==> config.mk <==
export PLATFORM = sky130hd
export DESIGN_NAME = core_top
export DESIGN_NICKNAME = d
export VERILOG_FILES = /design/src/rtl/core_isa_pkg.sv /design/src/rtl/core_uarch_pkg.sv /design/src/rtl/core_decode.sv /design/src/rtl/core_execute.sv /design/src/rtl/core_result.sv /design/src/rtl/core_top.sv
export SDC_FILE = /design/constraint.sdc
export NUM_CORES = 2
export LEC_CHECK = 0
export BUFFER_PORTS_ARGS = -buffer_cell sky130_fd_sc_hd__buf_2
export CAP_MARGIN = 10
export CORE_ASPECT_RATIO = 0.6
export CORE_MARGIN = 2
export CORE_UTILIZATION = 25
export CTS_CLUSTER_SIZE = 40
export DETAILED_ROUTE_END_ITERATION = 10
export HOLD_SLACK_MARGIN = 0.02
export PLACE_DENSITY = 0.4
export SLEW_MARGIN = 30
export SYNTH_ARGS = -nofsm -noshare
export SYNTH_HDL_FRONTEND = slang
export SYNTH_HIERARCHICAL = 1
export SYNTH_SLANG_ARGS = --single-unit
export TNS_END_PERCENT = 20
==> constraint.sdc <==
create_clock -name clk -period 7.12 [get_ports clk]
set_clock_uncertainty 0.15 [all_clocks]
set_input_delay 0 -clock clk [delete_from_list [all_inputs] [get_ports clk]]
set_output_delay 0 -clock clk [all_outputs]
set_load 0.1 [all_outputs]
==> src/rtl/core_isa_pkg.sv <==
`default_nettype none

package core_isa_pkg;

	typedef logic [31:0] insn_word;

	typedef enum logic [3:0] {
		COND_EQ, COND_NE, COND_CS, COND_CC,
		COND_MI, COND_PL, COND_VS, COND_VC,
		COND_HI, COND_LS, COND_GE, COND_LT,
		COND_GT, COND_LE, COND_AL, COND_NV
	} cond_code;

	// Bits 24:21 of a data-processing instruction
	typedef enum logic [3:0] {
		OP_AND, OP_EOR, OP_SUB, OP_RSB,
		OP_ADD, OP_ADC, OP_SBC, OP_RSC,
		OP_TST, OP_TEQ, OP_CMP, OP_CMN,
		OP_ORR, OP_MOV, OP_BIC, OP_MVN
	} dp_opcode;

	typedef enum logic [1:0] {
		SHIFT_LSL,
		SHIFT_LSR,
		SHIFT_ASR,
		SHIFT_ROR // ROR #0 encodes RRX
	} shift_type;

	// Operand two, immediate form
	typedef logic [7:0] imm8;
	typedef logic [3:0] rot4; // Rotate right by twice this

	// Operand two, register form
	typedef logic [4:0] shift_amt;

	// Signed word offset, bits 23:0 of B and BL
	typedef logic [23:0] branch_offset;

endpackage

`default_nettype wire

==> src/rtl/core_uarch_pkg.sv <==
`default_nettype none

package core_uarch_pkg;

	typedef logic [31:0] word;
	typedef logic [3:0] reg_num;

	// N Z C V, most significant first
	typedef logic [3:0] psr_flags;

	localparam int FLAG_N = 3;
	localparam int FLAG_Z = 2;
	localparam int FLAG_C = 1;
	localparam int FLAG_V = 0;

	localparam reg_num REG_LR = 4'd14;
	localparam reg_num REG_PC = 4'd15;

	// r15 reads as two instructions ahead
	localparam word PC_AHEAD = 32'd8;
	localparam word LINK_AHEAD = 32'd4;

endpackage

`default_nettype wire

==> src/rtl/core_decode.sv <==
`timescale 1ns/100ps
`default_nettype none

module core_decode
	import core_isa_pkg::*, core_uarch_pkg::*;
(
	input  logic         clk,
	input  logic         arst_n,

	input  logic         insn_valid,
	input  insn_word     insn,
	input  word          insn_pc,

	output reg_num       rn_addr,
	output reg_num       rm_addr,
	input  word          rn_rdata,
	input  word          rm_rdata,

	input  logic         wb_en,
	input  reg_num       wb_reg,
	input  word          wb_data,

	output logic         d_valid,
	output logic         d_undefined,
	output cond_code     d_cond,
	output dp_opcode     d_op,
	output logic         d_set_flags,
	output logic         d_is_imm,
	output imm8          d_imm,
	output rot4          d_rot,
	output shift_type    d_shift,
	output shift_amt     d_shamt,
	output reg_num       d_rd,
	output word          d_rn_val,
	output word          d_rm_val,
	output logic         d_branch,
	output logic         d_link,
	output branch_offset d_offset,
	output word          d_pc
);

	logic is_dp, is_branch, is_compare;
	logic mul_pattern, reg_shift, psr_xfer, dest_pc;
	logic undefined;
	word  rn_val, rm_val;

	function automatic word pick_operand(input reg_num addr, input word rdata, input word pc);
		if (addr == REG_PC)
			return pc + PC_AHEAD;
		else if (wb_en && wb_reg == addr)
			return wb_data; // Result of the instruction one ahead
		else
			return rdata;
	endfunction

	assign rn_addr = insn[19:16];
	assign rm_addr = insn[3:0];

	assign is_dp = insn[27:26] == 2'b00;
	assign is_branch = insn[27:25] == 3'b101;
	assign is_compare = insn[24:23] == 2'b10;

	// Bit 4 set with a register operand: multiply, extra transfers or shift by register
	assign mul_pattern = !insn[25] && insn[7] && insn[4];
	assign reg_shift = !insn[25] && !insn[7] && insn[4];
	assign psr_xfer = is_compare && !insn[20]; // Compare without S is MRS/MSR space
	assign dest_pc = insn[15:12] == REG_PC && !is_compare;

	assign undefined = !(is_branch || (is_dp && !mul_pattern && !reg_shift
		&& !psr_xfer && !dest_pc));

	assign rn_val = pick_operand(rn_addr, rn_rdata, insn_pc);
	assign rm_val = pick_operand(rm_addr, rm_rdata, insn_pc);

	always_ff @(posedge clk or negedge arst_n) begin
		if (!arst_n)
			d_valid <= 1'b0;
		else
			d_valid <= insn_valid;
	end

	always_ff @(posedge clk) begin
		if (insn_valid) begin
			d_undefined <= undefined;
			d_cond <= cond_code'(insn[31:28]);
			d_op <= dp_opcode'(insn[24:21]);
			d_set_flags <= insn[20];
			d_is_imm <= insn[25];
			d_imm <= insn[7:0];
			d_rot <= insn[11:8];
			d_shift <= shift_type'(insn[6:5]);
			d_shamt <= insn[11:7];
			d_rd <= insn[15:12];
			d_rn_val <= rn_val;
			d_rm_val <= rm_val;
			d_branch <= is_branch;
			d_link <= insn[24];
			d_offset <= insn[23:0];
			d_pc <= insn_pc;
		end
	end

	insn_known: assert property (@(posedge clk) disable iff (!arst_n)
		insn_valid |-> !$isunknown(insn))
		else $error("instruction word has unknown bits");

endmodule

`default_nettype wire

==> src/rtl/core_execute.sv <==
`timescale 1ns/100ps
`default_nettype none

module core_execute
	import core_isa_pkg::*, core_uarch_pkg::*;
(
	input  logic         d_valid,
	input  logic         d_undefined,
	input  cond_code     d_cond,
	input  dp_opcode     d_op,
	input  logic         d_set_flags,
	input  logic         d_is_imm,
	input  imm8          d_imm,
	input  rot4          d_rot,
	input  shift_type    d_shift,
	input  shift_amt     d_shamt,
	input  reg_num       d_rd,
	input  word          d_rn_val,
	input  word          d_rm_val,
	input  logic         d_branch,
	input  logic         d_link,
	input  branch_offset d_offset,
	input  word          d_pc,

	input  psr_flags     flags,

	output logic         x_executed,
	output logic         x_undefined,
	output logic         x_wb_en,
	output reg_num       x_wb_reg,
	output word          x_wb_data,
	output logic         x_flags_en,
	output psr_flags     x_flags,
	output logic         x_branch,
	output word          x_target
);

	logic fn, fz, fc, fv;
	logic cond_pass, is_compare;
	logic [4:0] rot_amt;
	word imm_ext, imm_rot, ror_val;
	logic [32:0] lsl_ext, lsr_ext, asr_ext;
	word op2, alu_res;
	logic sh_carry;
	word add_x, add_y;
	logic add_cin, arith, add_ovf;
	logic [32:0] add_sum;

	assign fn = flags[FLAG_N];
	assign fz = flags[FLAG_Z];
	assign fc = flags[FLAG_C];
	assign fv = flags[FLAG_V];

	always_comb begin
		case (d_cond)
			COND_EQ: cond_pass = fz;
			COND_NE: cond_pass = !fz;
			COND_CS: cond_pass = fc;
			COND_CC: cond_pass = !fc;
			COND_MI: cond_pass = fn;
			COND_PL: cond_pass = !fn;
			COND_VS: cond_pass = fv;
			COND_VC: cond_pass = !fv;
			COND_HI: cond_pass = fc && !fz;
			COND_LS: cond_pass = !fc || fz;
			COND_GE: cond_pass = fn == fv;
			COND_LT: cond_pass = fn != fv;
			COND_GT: cond_pass = !fz && fn == fv;
			COND_LE: cond_pass = fz || fn != fv;
			COND_AL: cond_pass = 1'b1;
			default: cond_pass = 1'b0; // NV
		endcase
	end

	assign rot_amt = {d_rot, 1'b0};
	assign imm_ext = {24'd0, d_imm};
	assign imm_rot = (imm_ext >> rot_amt) | (imm_ext << (6'd32 - rot_amt));
	assign ror_val = (d_rm_val >> d_shamt) | (d_rm_val << (6'd32 - d_shamt));

	// Carry rides along in the extra bit
	assign lsl_ext = {fc, d_rm_val} << d_shamt;
	assign lsr_ext = {d_rm_val, 1'b0} >> d_shamt;
	assign asr_ext = $signed({d_rm_val, 1'b0}) >>> d_shamt;

	always_comb begin
		if (d_is_imm) begin
			op2 = imm_rot;
			sh_carry = (d_rot == '0) ? fc : imm_rot[31];
		end else begin
			case (d_shift)
				SHIFT_LSL: {sh_carry, op2} = lsl_ext;
				SHIFT_LSR:
					if (d_shamt == '0) {op2, sh_carry} = {32'd0, d_rm_val[31]}; // LSR #32
					else {op2, sh_carry} = lsr_ext;
				SHIFT_ASR:
					if (d_shamt == '0) {op2, sh_carry} = {{32{d_rm_val[31]}}, d_rm_val[31]};
					else {op2, sh_carry} = asr_ext;
				default:
					if (d_shamt == '0) {op2, sh_carry} = {fc, d_rm_val}; // RRX
					else {op2, sh_carry} = {ror_val, ror_val[31]};
			endcase
		end
	end

	always_comb begin
		add_x = d_rn_val;
		add_y = op2;
		add_cin = 1'b0;
		arith = 1'b0;
		alu_res = op2;
		case (d_op)
			OP_AND, OP_TST: alu_res = d_rn_val & op2;
			OP_EOR, OP_TEQ: alu_res = d_rn_val ^ op2;
			OP_SUB, OP_CMP: begin
				add_y = ~op2;
				add_cin = 1'b1;
				arith = 1'b1;
			end
			OP_RSB: begin
				add_x = ~d_rn_val;
				add_cin = 1'b1;
				arith = 1'b1;
			end
			OP_ADD, OP_CMN: arith = 1'b1;
			OP_ADC: begin
				add_cin = fc;
				arith = 1'b1;
			end
			OP_SBC: begin
				add_y = ~op2;
				add_cin = fc;
				arith = 1'b1;
			end
			OP_RSC: begin
				add_x = ~d_rn_val;
				add_cin = fc;
				arith = 1'b1;
			end
			OP_ORR: alu_res = d_rn_val | op2;
			OP_BIC: alu_res = d_rn_val & ~op2;
			OP_MVN: alu_res = ~op2;
			default: alu_res = op2; // MOV
		endcase
		add_sum = {1'b0, add_x} + {1'b0, add_y} + {32'd0, add_cin};
		if (arith)
			alu_res = add_sum[31:0];
	end

	assign add_ovf = add_x[31] == add_y[31] && add_sum[31] != add_x[31];
	assign is_compare = d_op inside {OP_TST, OP_TEQ, OP_CMP, OP_CMN};

	assign x_executed = d_valid && !d_undefined && cond_pass;
	assign x_undefined = d_valid && d_undefined;

	assign x_wb_en = x_executed && (d_branch ? d_link : !is_compare);
	assign x_wb_reg = d_branch ? REG_LR : d_rd;
	assign x_wb_data = d_branch ? d_pc + LINK_AHEAD : alu_res;

	assign x_flags_en = x_executed && !d_branch && d_set_flags;
	assign x_flags = {alu_res[31], alu_res == '0,
		arith ? add_sum[32] : sh_carry, arith ? add_ovf : fv};

	assign x_branch = x_executed && d_branch;
	assign x_target = d_pc + PC_AHEAD + {{6{d_offset[23]}}, d_offset, 2'b00};

	// Destination r15 must have been decoded as undefined
	always_comb begin
		wb_not_pc: assert (!(x_wb_en && x_wb_reg == REG_PC))
			else $error("write port aimed at r15");
	end

endmodule

`default_nettype wire

==> src/rtl/core_result.sv <==
`timescale 1ns/100ps
`default_nettype none

module core_result
	import core_uarch_pkg::*;
(
	input  logic     clk,
	input  logic     arst_n,

	input  logic     d_valid,
	input  logic     x_executed,
	input  logic     x_undefined,
	input  logic     x_wb_en,
	input  reg_num   x_wb_reg,
	input  word      x_wb_data,
	input  logic     x_flags_en,
	input  psr_flags x_flags,
	input  logic     x_branch,
	input  word      x_target,

	input  reg_num   rn_addr,
	input  reg_num   rm_addr,
	output word      rn_rdata,
	output word      rm_rdata,
	output psr_flags flags,

	output logic     retire,
	output logic     retire_executed,
	output logic     retire_undefined,
	output logic     wb_en,
	output reg_num   wb_reg,
	output word      wb_data,
	output logic     branch_taken,
	output word      branch_target
);

	word regs [16]; // r15 is never written, reads of it come from the pc

	assign rn_rdata = regs[rn_addr];
	assign rm_rdata = regs[rm_addr];

	always_ff @(posedge clk or negedge arst_n) begin
		if (!arst_n) begin
			for (int i = 0; i < 16; i++)
				regs[i] <= '0;
			flags <= '0;
		end else begin
			if (d_valid && x_wb_en)
				regs[x_wb_reg] <= x_wb_data;
			if (d_valid && x_flags_en)
				flags <= x_flags;
		end
	end

	always_ff @(posedge clk or negedge arst_n) begin
		if (!arst_n) begin
			retire <= 1'b0;
			retire_executed <= 1'b0;
			retire_undefined <= 1'b0;
			wb_en <= 1'b0;
			branch_taken <= 1'b0;
		end else begin
			retire <= d_valid;
			retire_executed <= x_executed;
			retire_undefined <= x_undefined;
			wb_en <= d_valid && x_wb_en;
			branch_taken <= x_branch;
		end
	end

	always_ff @(posedge clk) begin
		wb_reg <= x_wb_reg;
		wb_data <= x_wb_data;
		branch_target <= x_target;
	end

	wb_needs_exec: assert property (@(posedge clk) disable iff (!arst_n)
		wb_en |-> retire && retire_executed)
		else $error("write-back reported without an executed retire");

endmodule

`default_nettype wire

==> src/rtl/core_top.sv <==
`timescale 1ns/100ps
`default_nettype none

module core_top
	import core_isa_pkg::*, core_uarch_pkg::*;
(
	input  logic     clk,
	input  logic     arst_n,

	input  logic     insn_valid,
	input  insn_word insn,
	input  word      insn_pc,

	output logic     retire,
	output logic     retire_executed,
	output logic     retire_undefined,
	output logic     wb_en,
	output reg_num   wb_reg,
	output word      wb_data,
	output logic     branch_taken,
	output word      branch_target,
	output psr_flags flags
);

	reg_num rn_addr, rm_addr;
	word rn_rdata, rm_rdata;

	logic d_valid, d_undefined, d_set_flags, d_is_imm, d_branch, d_link;
	cond_code d_cond;
	dp_opcode d_op;
	imm8 d_imm;
	rot4 d_rot;
	shift_type d_shift;
	shift_amt d_shamt;
	reg_num d_rd;
	word d_rn_val, d_rm_val, d_pc;
	branch_offset d_offset;

	logic x_executed, x_undefined, x_wb_en, x_flags_en, x_branch;
	reg_num x_wb_reg;
	word x_wb_data, x_target;
	psr_flags x_flags;

	core_decode u_decode (
		.clk, .arst_n, .insn_valid, .insn, .insn_pc,
		.rn_addr, .rm_addr, .rn_rdata, .rm_rdata,
		.wb_en(x_wb_en), .wb_reg(x_wb_reg), .wb_data(x_wb_data), // Bypass
		.d_valid, .d_undefined, .d_cond, .d_op, .d_set_flags,
		.d_is_imm, .d_imm, .d_rot, .d_shift, .d_shamt, .d_rd,
		.d_rn_val, .d_rm_val, .d_branch, .d_link, .d_offset, .d_pc
	);

	core_execute u_execute (
		.d_valid, .d_undefined, .d_cond, .d_op, .d_set_flags,
		.d_is_imm, .d_imm, .d_rot, .d_shift, .d_shamt, .d_rd,
		.d_rn_val, .d_rm_val, .d_branch, .d_link, .d_offset, .d_pc,
		.flags,
		.x_executed, .x_undefined, .x_wb_en, .x_wb_reg, .x_wb_data,
		.x_flags_en, .x_flags, .x_branch, .x_target
	);

	core_result u_result (
		.clk, .arst_n, .d_valid,
		.x_executed, .x_undefined, .x_wb_en, .x_wb_reg, .x_wb_data,
		.x_flags_en, .x_flags, .x_branch, .x_target,
		.rn_addr, .rm_addr, .rn_rdata, .rm_rdata, .flags,
		.retire, .retire_executed, .retire_undefined,
		.wb_en, .wb_reg, .wb_data, .branch_taken, .branch_target
	);

endmodule

`default_nettype wire

==> qor.csv <==
stage,metric,value,unit
detailed_routing,drc violations,0,
pwr,Total Power,15.8,mW
clocking,Max H-tree Level,3,
min_path,Tightest Hold Check Type,input pin to flip-flop,
pwr,Switching Fraction,40.5,%
final_layout,max FFs per register,512,
die,die area,0.210,mm2
final_layout,Biggest register,u_result/regs,
synth,share of the synthesized area in the top cell type,25.3,%
sta,RSZ-0062 raised after global routing,yes,
pwr,Seq pwr share,31.4,%
synth,"top cells by count, synth","571 x mux2_2, 522 x dfrtp_1, 357 x mux4_2",
die,die width,590,um
die,Die H,356,um
clocking,"Clk Latency, worst-skew pair",0.70,ns
global_routing,total gr overflow,0,
global_routing,largest net degree at the start of global routing,139,
synth,number of synthesized flops with an enable pin,128,
final_layout,final std cells w/o fill,8007,
synth,leading register cell type out of synthesis,dfrtp_1,
pwr,logic gate share of total power,40.3,%
final_layout,synth-to-layout area growth,24.5,%
sta,final hold viol count,0,
sta,fmax,143,MHz
sta,Final Max Tran Viols,0,
detailed_routing,DR vias/cell,5.63,
synth,Mapped Nets,4791,
global_routing,first-pass GRT wire length,367,mm
clocking,CTS tree,done,
worst_setup_path,Critical Path End Type,flip-flop,
detailed_routing,initial DRC count,5527,
synth,top-count cell post-synth,mux2_2,
pwr,leakage,27.5,nW
clocking,Max Root-Sink Buffers,3,
clocking,clock transition at the registers of the reported paths,0.07,ns
pwr,pwr/cell area,247,mW/mm2
worst_setup_path,crit path max fanout,16,
pwr,Int Power,9.42,mW
synth,cell count after synthesis,4596,
worst_setup_path,max incr delay on CP,0.59,ns
synth,main combinational cell family by area after synthesis,multiplexers,
detailed_routing,via count,45053,
global_routing,Total GRT Usage,25.0,%
worst_setup_path,critical path startpoint category,flip-flop,
die,# rows,129,
worst_setup_path,slowest cell on the critical path,a2111oi_4,
synth,adder-cell share of the synthesized area,3.15,%
pwr,Clk network pwr share,28.2,%
global_routing,initial antenna violation count,38,
clocking,Num CTS Buffers,79,
die,# IOs,144,
final_layout,Seq. cell area,0.0183,mm2
global_routing,vias in the first global route,42946,
final_layout,footprint of the multi-input gates,0.0315,mm2
detailed_routing,WL per Instance,33.8,um
synth,Yosys cell types,102,
synth,"Cell Area, Synth",0.0516,mm2
synth,multiplexer area fraction after synthesis,32.6,%
final_layout,final core utilization,31.2,%
placed_design,IO buf count,143,
synth,#FFs+latches synth,718,
placed_design,cell total after placement,7709,
synth,Yosys Warn Count,6,
clocking,clock sink count,718,
placed_design,DP Wirelength,198,mm
worst_setup_path,WP data required,7.58,ns
synth,ranking of synthesized cells by area,"dfrtp_1 25%, mux4_2 16%, mux2_2 12%, edfxtp_1 7.5%, mux2i_1 4.3%",
worst_setup_path,crit path DAT,7.46,ns
pwr,sw power,6.41,mW
detailed_routing,remaining antenna violation count after routing,0,
synth,leading area contributor after synthesis,dfrtp_1,
worst_setup_path,Critical Setup Path Class,flip-flop to flip-flop,
sta,headroom to the max-slew limit,31.7,%
final_layout,Layout fillers,20993,
synth,Avg Synthesized Cell Area,11.2,um2
synth,Compound-Gate Fraction of Synth Area,12.3,%
final_layout,layout cells sized above 1,39.3,%
final_layout,nets@finish,5372,
sta,# setup viols final,0,
placed_design,Final GP Congestion,0.997,
clocking,CTS root buf,clkbuf_16,
die,Core Box Area,0.205,mm2
synth,Simple-Gate Fraction of Synth Area,8.71,%
synth,sequential element share of the synthesized area,35.4,%
sta,Tmin final,7.00,ns
pwr,peak supply drop,0.196,mV
sta,worst slew pin tran,1.01,ns
sta,period utilization,98.3,%
die,Initial Util,25.1,%
synth,XOR/XNOR Fraction of Synth Area,3.02,%
worst_setup_path,CP dominant cell by count,buf_4,
status,status,finished clean,
synth,ys async rst share,72.7,%
detailed_routing,DRT Pass-1 Iters,6,
flow_run,Max Cap Viol,0,
detailed_routing,total wire length after detailed routing,271,mm
[worst max-delay path: cells and delay by family (launching register included)]
kind | cells | cell delay (ns)
AO/OA/AOI/OAI | 9 | 2.09
AND/OR/NAND/NOR | 7 | 1.60
buffers and inverters | 7 | 1.17
multiplexers | 3 | 0.94
flip-flops | 1 | 0.40
adder cells (fa/ha/maj) | 1 | 0.37
XOR/XNOR | 1 | 0.14
[routing by layer]
| metal | up-vias | track usage, % | part of all wire [%] |
|---|---|---|---|
| met5 | - | 1.24 | 0.15 |
| met4 | 10 | 3.33 | 1.4 |
| met3 | 231 | 9.30 | 12 |
| met2 | 2282 | 30.2 | 35 |
| met1 | 23751 | 40.8 | 51 |
| li1 | 18779 | - | - |
[area by class of cell]
class	count	share of cell area, %
Sequential cell	718	28.5
Tap cell	2751	5.36
Clock inverter	26	0.532
Clock buffer	121	3.75
Timing Repair Buffer	945	12.2
Inverter	94	0.550
Antenna cell	13	0.0507
Multi-Input combinational cell	3339	49.1
[metrics by stage]
| stage | hold WS (ns) | TNS (ns) | setup WS [ns] | instance area [um2] |
|---|---|---|---|---|
| 6_report | 0.0494 | 0 | 0.118 | 64200 |
| 5_1_grt | 0.0204 | -0.0499 | -0.0426 | 64200 |
| 4_1_cts | 0.0225 | 0 | 0.0312 | 63500 |
| 3_5_place_dp | -0.0492 | -6.90 | -0.375 | 59600 |
| 3_3_place_gp | -0.0473 | -12.22 | -0.439 | 59600 |
| 2_1_floorplan | -0.446 | 0 | 0.0411 | 51600 |
[power groups by stage]
stage	Sequential, mW	Clock [mW]	Combinational, mW
floorplan	5.74	0	2.62
global placement	5.03	0	6.06
detailed placement	5.04	0	6.03
CTS	4.96	4.61	6.12
global route	5.01	4.76	6.65
finish	4.98	4.47	6.39
[worst paths after layout]
| check | endpoint | slack (ns) | cells past startpoint | startpoint |
|---|---|---|---|---|
| worst max-delay path | u_result/flags[2] | 0.12 | 28 | u_decode/d_rot[0] |
| worst min-delay path | u_decode/d_pc[18] | 0.05 | 2 | insn_pc[18] |
| worst max register to register | u_result/flags[2] | 0.12 | 28 | u_decode/d_rot[0] |
| worst min register to register | u_result/branch_target[1] | 0.24 | 0 | u_decode/d_pc[1] |
| max in group asynchronous | u_result/flags[0] | 5.58 | 4 | arst_n |
| min in group asynchronous | u_result/regs[154] | 0.41 | 4 | arst_n |
[timing repair]
item                                    4_1_cts  5_1_grt
resized for setup                             8       85
endpoints found under the setup margin      111      191
hold buffers                                107        1
cloned                                        0        3
pin swaps                                     1       16
endpoints found under the hold margin       509        1
buffers inserted                              0       26
[logic make-up (layout without fill, tap and decap cells)]
kind of cell | after synthesis | in the layout
buffers and inverters | 539 | 1186
adder cells (fa/ha/maj) | 128 | 128
other | 0 | 13
AO/OA/AOI/OAI | 927 | 927
flip-flops | 718 | 718
XOR/XNOR | 178 | 178
AND/OR/NAND/NOR | 945 | 945
multiplexers | 1161 | 1161
[cell usage in the layout (no fill, tap or decap), types with 68 or more instances in the layout]
cell type | netlist | final
mux2_2 | 571 | 571
xnor2_1 | 106 | 104
ha_1 | 125 | 122
dfxtp_1 | 68 | 68
xor2_1 | 72 | 71
edfxtp_1 | 128 | 128
nand2_1 | 326 | 323
nor2_1 | 242 | 223
inv_1 | 90 | 90
dlygate4sd3_1 | 0 | 107
a22oi_1 | 138 | 137
buf_2 | 105 | 137
o21ai_0 | 160 | 134
clkbuf_16 | 0 | 86
dfrtp_1 | 522 | 522
mux4_2 | 357 | 357
buf_4 | 57 | 631
nand3_1 | 72 | 70
a21oi_1 | 201 | 194
mux2i_1 | 223 | 212
No activity file was read; power rests on OpenSTA's default activity.
